--- config.mk ---
export PLATFORM = sky130hd
export DESIGN_NAME = lsu_top
export DESIGN_NICKNAME = d
export VERILOG_FILES = /design/src/lsu_pkg.sv /design/src/lsu_top.sv /design/src/lsu_bus_ctrl.sv /design/src/lsu_load_extract.sv /design/src/lsu_store_align.sv
export SDC_FILE = /design/constraint.sdc
export NUM_CORES = 1
export LEC_CHECK = 0
export BUFFER_PORTS_ARGS = -buffer_cell sky130_fd_sc_hd__buf_4
export CORE_UTILIZATION = 45
export CTS_CLUSTER_DIAMETER = 200
export CTS_CLUSTER_SIZE = 25
export DETAILED_ROUTE_END_ITERATION = 10
export GPL_TIMING_DRIVEN = 0
export HOLD_SLACK_MARGIN = 0.08
export PLACE_DENSITY = 0.82
export SLEW_MARGIN = 40
export SYNTH_ARGS = -nofsm -noshare
export SYNTH_HDL_FRONTEND = slang
export SYNTH_SLANG_ARGS = --single-unit
--- constraint.sdc ---
create_clock -name clk -period 2.23 [get_ports clk]
set_input_delay 0.5575 -clock clk [delete_from_list [all_inputs] [get_ports clk]]
set_output_delay 0.5575 -clock clk [all_outputs]
set_load 0.005 [all_outputs]
--- src/lsu_pkg.sv ---
// Load/store unit types
`default_nettype none

package lsu_pkg;

   // ====================
   // Widths
   // ====================
   localparam int xlen      = 32;
   localparam int reg_idx_w = 5;

   // Transfer size, same encoding as the AHB hsize field
   typedef enum logic [1:0] {
      size_byte = 2'd0,
      size_half = 2'd1,
      size_word = 2'd2
   } mem_size_e;

   // AHB transfer types in use
   localparam logic [1:0] htrans_idle   = 2'b00;
   localparam logic [1:0] htrans_nonseq = 2'b10;

   // ====================
   // Records
   // ====================

   // One memory command from the core side
   typedef struct packed {
      logic                 write;
      mem_size_e            size;
      logic                 uns;
      logic [xlen-1:0]      addr;
      logic [xlen-1:0]      wdata;
      logic [reg_idx_w-1:0] rs2;
      logic [reg_idx_w-1:0] rd;
   } lsu_cmd_t;

   // Access held over into the data phase
   typedef struct packed {
      logic                 load;
      mem_size_e            size;
      logic                 uns;
      logic [1:0]           byte_off;
      logic [reg_idx_w-1:0] rd;
   } lsu_pend_t;

   // Load result for the register file
   typedef struct packed {
      logic [reg_idx_w-1:0] rd;
      logic [xlen-1:0]      data;
   } lsu_wb_t;

   // AHB address phase
   typedef struct packed {
      logic [xlen-1:0] haddr;
      logic [1:0]      htrans;
      logic            hwrite;
      logic [2:0]      hsize;
   } ahb_req_t;

endpackage

`default_nettype wire
--- src/lsu_top.sv ---
// Load/store unit top level
`timescale 1ns/100ps
`default_nettype none

module lsu_top (
   input  logic                        clk,
   input  logic                        rst_n,
   input  lsu_pkg::lsu_cmd_t           cmd,
   input  logic                        cmd_valid,
   output logic                        cmd_ready,
   output lsu_pkg::ahb_req_t           ahb_req,
   output logic [lsu_pkg::xlen-1:0]    hwdata,
   output logic [3:0]                  hstrb,
   input  logic [lsu_pkg::xlen-1:0]    hrdata,
   input  logic                        hready,
   output lsu_pkg::lsu_wb_t            wb,
   output logic                        wb_valid
);

   logic [lsu_pkg::xlen-1:0] load_data;
   logic [lsu_pkg::xlen-1:0] store_data;
   logic [lsu_pkg::xlen-1:0] lane_data;
   logic [3:0]               lane_strb;
   logic [2:0]               hsize;
   lsu_pkg::lsu_pend_t       pend;

   // A new command is taken only when the previous data phase ends
   assign cmd_ready = hready;

   // ====================
   // Address phase
   // ====================
   assign ahb_req.haddr  = cmd.addr;
   assign ahb_req.htrans = cmd_valid ? lsu_pkg::htrans_nonseq : lsu_pkg::htrans_idle;
   assign ahb_req.hwrite = cmd.write;
   assign ahb_req.hsize  = hsize;

   // Result register index travels with the pending record
   assign wb.rd   = pend.rd;
   assign wb.data = load_data;

   // ====================
   // Datapath
   // ====================
   lsu_bus_ctrl u_bus_ctrl (
      .clk        (clk),
      .rst_n      (rst_n),
      .cmd        (cmd),
      .cmd_valid  (cmd_valid),
      .hready     (hready),
      .load_data  (load_data),
      .lane_data  (lane_data),
      .lane_strb  (lane_strb),
      .store_data (store_data),
      .pend       (pend),
      .hwdata     (hwdata),
      .hstrb      (hstrb),
      .wb_valid   (wb_valid)
   );

   lsu_store_align u_store_align (
      .size       (cmd.size),
      .byte_off   (cmd.addr[1:0]),
      .store_data (store_data),
      .lane_data  (lane_data),
      .lane_strb  (lane_strb),
      .hsize      (hsize)
   );

   lsu_load_extract u_load_extract (
      .pend       (pend),
      .hrdata     (hrdata),
      .load_data  (load_data)
   );

endmodule

`default_nettype wire

--- src/lsu_bus_ctrl.sv ---
// Data bus phase control
`timescale 1ns/100ps
`default_nettype none

module lsu_bus_ctrl (
   input  logic                        clk,
   input  logic                        rst_n,
   input  lsu_pkg::lsu_cmd_t           cmd,
   input  logic                        cmd_valid,
   input  logic                        hready,
   input  logic [lsu_pkg::xlen-1:0]    load_data,
   input  logic [lsu_pkg::xlen-1:0]    lane_data,
   input  logic [3:0]                  lane_strb,
   output logic [lsu_pkg::xlen-1:0]    store_data,
   output lsu_pkg::lsu_pend_t          pend,
   output logic [lsu_pkg::xlen-1:0]    hwdata,
   output logic [3:0]                  hstrb,
   output logic                        wb_valid
);

   logic accept;
   logic load_done;
   logic bypass;

   // ====================
   // Handshake
   // ====================

   // Address phase taken when the bus is ready
   assign accept = cmd_valid & hready;

   // Pending load finishes its data phase this cycle
   assign load_done = pend.load & hready;

   assign wb_valid = load_done;

   // ====================
   // Load to store bypass
   // ====================

   // Store reads a register that the finishing load is about to write
   assign bypass = cmd.write & load_done & (cmd.rs2 == pend.rd);

   assign store_data = bypass ? load_data : cmd.wdata;

   // ====================
   // Data phase state
   // ====================
   always_ff @(posedge clk or negedge rst_n) begin
      if (!rst_n) begin
         pend <= '0;
      end else if (accept) begin
         pend.load     <= ~cmd.write;
         pend.size     <= cmd.size;
         pend.uns      <= cmd.uns;
         pend.byte_off <= cmd.addr[1:0];
         pend.rd       <= cmd.rd;
      end else if (hready) begin
         // Bus went idle, nothing left in flight
         pend.load <= 1'b0;
      end
   end

   // Write data for the next data phase, strobes only for stores
   always_ff @(posedge clk or negedge rst_n) begin
      if (!rst_n) begin
         hwdata <= '0;
         hstrb  <= 4'b0000;
      end else if (accept) begin
         hwdata <= lane_data;
         hstrb  <= cmd.write ? lane_strb : 4'b0000;
      end
   end

endmodule

`default_nettype wire

--- src/lsu_load_extract.sv ---
// Load data extraction
`timescale 1ns/100ps
`default_nettype none

module lsu_load_extract (
   input  lsu_pkg::lsu_pend_t          pend,
   input  logic [lsu_pkg::xlen-1:0]    hrdata,
   output logic [lsu_pkg::xlen-1:0]    load_data
);

   logic [7:0]  sel_byte;
   logic [15:0] sel_half;

   // ====================
   // Lane selection
   // ====================
   always_comb begin
      case (pend.byte_off)
         2'b00:   sel_byte = hrdata[7:0];
         2'b01:   sel_byte = hrdata[15:8];
         2'b10:   sel_byte = hrdata[23:16];
         default: sel_byte = hrdata[31:24];
      endcase
   end

   // Halfword alignment taken from offset bit 1 only
   assign sel_half = pend.byte_off[1] ? hrdata[31:16] : hrdata[15:0];

   // ====================
   // Extension
   // ====================
   always_comb begin
      case (pend.size)
         lsu_pkg::size_byte: begin
            if (pend.uns) begin
               load_data = {24'b0, sel_byte};
            end else begin
               load_data = {{24{sel_byte[7]}}, sel_byte};
            end
         end
         lsu_pkg::size_half: begin
            if (pend.uns) begin
               load_data = {16'b0, sel_half};
            end else begin
               load_data = {{16{sel_half[15]}}, sel_half};
            end
         end
         default: begin
            // Full word, nothing to extend
            load_data = hrdata;
         end
      endcase
   end

endmodule

`default_nettype wire

--- src/lsu_store_align.sv ---
// Store byte lane placement
`timescale 1ns/100ps
`default_nettype none

module lsu_store_align (
   input  lsu_pkg::mem_size_e          size,
   input  logic [1:0]                  byte_off,
   input  logic [lsu_pkg::xlen-1:0]    store_data,
   output logic [lsu_pkg::xlen-1:0]    lane_data,
   output logic [3:0]                  lane_strb,
   output logic [2:0]                  hsize
);

   // hsize is the size code widened to the bus field
   assign hsize = {1'b0, size};

   always_comb begin
      lane_data = '0;
      lane_strb = 4'b0000;
      case (size)
         lsu_pkg::size_byte: begin
            // Low byte goes to the lane picked by the offset
            case (byte_off)
               2'b00: begin
                  lane_data[7:0] = store_data[7:0];
                  lane_strb      = 4'b0001;
               end
               2'b01: begin
                  lane_data[15:8] = store_data[7:0];
                  lane_strb       = 4'b0010;
               end
               2'b10: begin
                  lane_data[23:16] = store_data[7:0];
                  lane_strb        = 4'b0100;
               end
               default: begin
                  lane_data[31:24] = store_data[7:0];
                  lane_strb        = 4'b1000;
               end
            endcase
         end
         lsu_pkg::size_half: begin
            // Offset bit 0 ignored, halfword stays aligned
            if (byte_off[1]) begin
               lane_data[31:16] = store_data[15:0];
               lane_strb        = 4'b1100;
            end else begin
               lane_data[15:0] = store_data[15:0];
               lane_strb       = 4'b0011;
            end
         end
         default: begin
            lane_data = store_data;
            lane_strb = 4'b1111;
         end
      endcase
   end

endmodule

`default_nettype wire

# Word level (Yosys, flattened, before mapping)
# Cells that the tools add are included.
# totals
regBits,47
input_bits,114
# op_classes
eq_ne,7
n_mux,20
bitwise_logic,5
n_reduce_logical,6
# ops
cell,n
one-hot mux 32 bit (2 select lines),2
2-to-1 mux 32 bit,3
2-to-1 mux 16 bit,3
2-to-1 mux 8 bit,4
one-hot mux 8 bit (3 select lines),1
one-hot mux 4 bit (3 select lines),1
equality test 2 x 1 -> 1 bit (second input constant),4
logical NOT 2 bit,4
2-to-1 mux 4 bit,2
one-hot mux 4 bit (2 select lines),1
equality test 5 bit,1
AND 1 bit,4
equality test 2 bit (second input constant),2
OR reduction 3 bit,1
2-to-1 mux 1 bit,2
2-to-1 mux 2 bit,1
nonzero test 2 bit,1
NOT 1 bit,1

# Depth between registers and ports, before layout
# logic_depth
word_depth,7
ltp_mapped,8
ltp_nobuf,5

# Modules after synthesis
# A second synthesis with hierarchy kept.
# hier_totals
cells_unflattened,391
area_unflattened_um2,3966.3
# modules_own_cells
module,n_inst,cells_per_inst,area_each_um2,seq_area_each_um2
lsu_bus_ctrl,1,153,2319.7,1176.1
lsu_load_extract,1,115,845.8,0.0
lsu_store_align,1,86,526.8,0.0
lsu_top,1,37,274.0,0.0

# Worst setup path before layout
# Ideal clock, no wire load.
# synth_timing
path_type,input -> output
startpoint,input hrdata[31] in the netlist's numbering
endpoint,output wb[23] in the netlist's numbering
t_arrival_ps,1404
path_slack_ps,268
cell_stages,6
cell_sequence,mux2i_1 -> a22o_1 -> or2_1 -> buf_6 -> buf_6 -> nand2_1
# synth_lines
element,line_no,source
start: declaration,lsu_top.sv:14,"input logic [lsu_pkg::xlen-1:0] hrdata,"
end: declaration,lsu_top.sv:16,"output lsu_pkg::lsu_wb_t wb,"

==> summary.md <==
| Metric | Value |
|---|---|
| Status | finished with violations |
| Failing checks | setup timing |
| Crit share post-route | 1.14 |
| R2R Path End | u_bus_ctrl.hwdata[23] |
| Sink Count | between 40 and 50 |
| Max-cap viol count | 0 |
| Skew final | approximately 8 ps |
| Area of the multi-input gates | approximately 2600 sq um |
| Distinct cells, synth | 63 |
| Critical path type | reg2out |
| Cell area after layout | about 6600 sq um |
| HP Class | in2async |
| Total Power | 3.88 mW |
| Placed cells | 773 |
| Clk root buf | clkbuf_8 |
| Top cells by area, synth | dfrtp_1 30%, nand2_1 9.2%, buf_4 8.7% |
| Register area share after synthesis | 0.303 |
| Slowest stage delay, CP | between 400 and 500 ps |
| Syn Inst Count | between 400 and 500 |
| Setup TNS | -7760 ps |
| FF+latch count, synth | 47 |
| Setup WS pre-CTS | -217 ps |
| CP endpoint kind | output port |
| Hold WS | 236 ps |
| CP cell instances | buf_4, buf_4, a21bo_4, o21ai_4, or2_4, buf_12, nand2_4, buf_6 |
| Largest net degree at the start of global routing | between 40 and 50 |
| Skew-Pair Late Insertion Delay | between 300 and 400 ps |
| Leak | approximately 3.3 nW |
| Iteration-0 DRC Markers | approximately 470 |
| ANT nets after route | 0 |
| Power Dens Cells | 584 nW/um^2 |
| Final WS setup | -323 ps |
| Post-synth top cells | 95 x nand2_1, 47 x dfrtp_1, 45 x buf_4 |
| Area leader, netlist | dfrtp_1 |
| Slowest CP cell | dfrtp_1 |
| Final HPWL DP | between 10 and 15 mm |
| Peak supply drop | roughly 0.32 mV |
| Worst-Margin Slew | about 630 ps |
| Finished Core Util | 0.801 |
| Vias | 5170 |
| Register area | between 1000 and 1500 sq um |
| CP max FO | 6 |
| DR pass1 iterations | 6 |
| Drt total wl | around 17 mm |
| Synthesis-to-layout area growth | 71.3% |
| Clock power share | 0.178 |
| P_int | around 2.5 mW |
| First-pass GRT wire length | approximately 24 mm |
| FILL cells | between 500 and 600 |
| Fmax | 0.392 GHz |
| Placed Area | ~5500 sq um |
| Post-layout min period | 2550 ps |
| RSZ-0062 raised after global routing | true |
| Worst R2R Setup Slack | -130 ps |
| Synthesized cell area | just under 4000 sq um |
| Via density per instance | between 6 and 7 |
| Type of origin of the critical path | flip-flop |
| CTS Hold Bufs | 0 |
| Vias in the first global route | between 4000 and 5000 |
| CP required | roughly 1700 ps |
| Synth warn | 0 |
| CTS tree | yes |
| CTS max path bufs | 2 |
| Max-slew headroom | 0.583 |
| Ports | 227 |
| Final nets | between 800 and 900 |
| Total GRT Usage | 0.361 |
| Antenna diodes | 0 |
| Fin cells | around 840 |
| Comb pwr share | 0.551 |
| Ys async rst share | 1.00 |
| R2r worst-path depth | 11 |
| Routability cong. | 0.944 |
| Switching Power | about 1.4 mW |
| Die width | between 90 and 100 um |
| H-tree depth | 2 |
| I/O Buffers | ~190 |
| CP most frequent cell | buf_4 |
| CTS clk-pin slew, worst paths | around 110 ps |
| GRT overflow | 0 |
| Post-DR wirelength/cell | ~21 um |
| Num CTS Buffers | 5 |
| Number of enable flip-flop cells after synthesis | 0 |
| DRC violations left | 0 |
| Row cnt | 33 |
| Worst R2R Start | u_bus_ctrl.pend[6] |
| Sw Share | 0.365 |
| Die footprint | about 9000 sq um |
| Post-synthesis area per instance | about 8.2 sq um |
| Layout cell share with drive strength beyond 1 | 0.543 |
| Initial core utilization | 0.467 |
| Most common cell in the netlist | nand2_1 |
| WP data arrival | roughly 2000 ps |
| Core area | a little over 8000 sq um |
| Die Y | about 95 um |
| Primary FF master, synth | dfrtp_1 |
| Post-synth top area share | 0.303 |
| Setup violations, final | 34 |
| Count of pins over their slew limit | 0 |
| Initial antenna violation count | 0 |
| Seq pwr share | 0.271 |
| Final Hold Fails | 0 |
## power by group through the flow
stage,clock network [mW],logic [mW],registers (mW)
finish,0.692,2.14,1.05
global route,0.710,2.24,1.06
CTS,0.684,1.86,1.05
detailed placement,0,1.42,1.06
global placement,0,1.40,1.06
floorplan,0,0.668,1.05
## state kept, by name (all words and copies together), names as in the netlist
signal / cells
u_bus_ctrl.pend: 11
u_bus_ctrl.hstrb: 4
u_bus_ctrl.hwdata: 32
## placed cells by master (no fill, tap or decap), types with 4 or more instances in the layout
cell / synthesis / layout
buf_6: 4 / 34
a21o_1: 10 / 9
a21oi_1: 14 / 13
a31oi_1: 11 / 10
buf_2: 12 / 6
mux2i_1: 12 / 8
nand4_1: 4 / 4
clkbuf_8: 0 / 5
o211ai_1: 19 / 19
o21ai_0: 25 / 16
dfrtp_1: 47 / 45
inv_1: 10 / 7
nand2_4: 0 / 9
a311o_1: 7 / 7
nor2b_1: 12 / 9
and3_1: 7 / 4
and3b_1: 5 / 5
a22oi_1: 8 / 8
and2_1: 7 / 7
xnor2_1: 5 / 5
buf_4: 45 / 270
a221o_1: 6 / 6
a211oi_1: 6 / 4
nand2_1: 95 / 84
o21ai_4: 0 / 8
nor2_1: 16 / 14
clkbuf_1: 15 / 14
o31ai_1: 4 / 4
## per-layer routing
metal | wire length (um) | up-vias | GRT usage
li1 | - | 2207 | -
met1 | 6370 | 2411 | 0.463
met2 | 8050 | 454 | 0.576
met3 | 1990 | 98 | 0.0644
met4 | 986 | 0 | 0.193
met5 | 0 | - | 0
## cell families (layout without fill, tap and decap cells)
| family | after synthesis | count (layout) | synth area share |
|---|---|---|---|
| AO/OA/AOI/OAI | 145 | 145 | 0.274 |
| XOR/XNOR | 5 | 5 | 0.0113 |
| buffers and inverters | 91 | 353 | 0.146 |
| flip-flops | 47 | 47 | 0.303 |
| multiplexers | 18 | 18 | 0.0513 |
| other | 1 | 2 | 0.000967 |
| AND/OR/NAND/NOR | 168 | 168 | 0.213 |
## worst max path at each step
stage                             from                     to  slack, ps  cells past startpoint
global route        u_bus_ctrl.pend[6]                 wb[27]       -380                      8
finish              u_bus_ctrl.pend[6]                 wb[27]       -320                      8
detailed placement              cmd[7]  u_bus_ctrl.hwdata[18]       -220                      7
floorplan                   hrdata[31]                 wb[23]        270                      6
global placement    u_bus_ctrl.pend[9]                 wb[20]       -200                      6
CTS                 u_bus_ctrl.pend[6]                 wb[11]       -260                      6
## cell type report
type                       count  area share
clock buffer                   5      0.0104
inverter                      11     0.00734
multi-input combinational    338       0.386
sequential                    47       0.177
clock inverter                 3     0.00715
timing repair buffer         256       0.309
buffer                        78      0.0832
tap                          105      0.0198
## timing repair
item	4_1_cts	5_1_grt
pin swaps	15	21
gates cloned	1	0
endpoints found under the hold margin	0	0
gates resized for setup	104	48
setup buffers	41	24
endpoints found under the setup margin	32	51
## worst max-delay path: cells and delay by family (launching register included)
family,cells,cell delay (ps)
AOI/OAI and AO/OA,2,440
buffers and inverters,4,540
DFF,1,410
and+or+nand+nor,2,280
(Power assumes the default switching activity.)
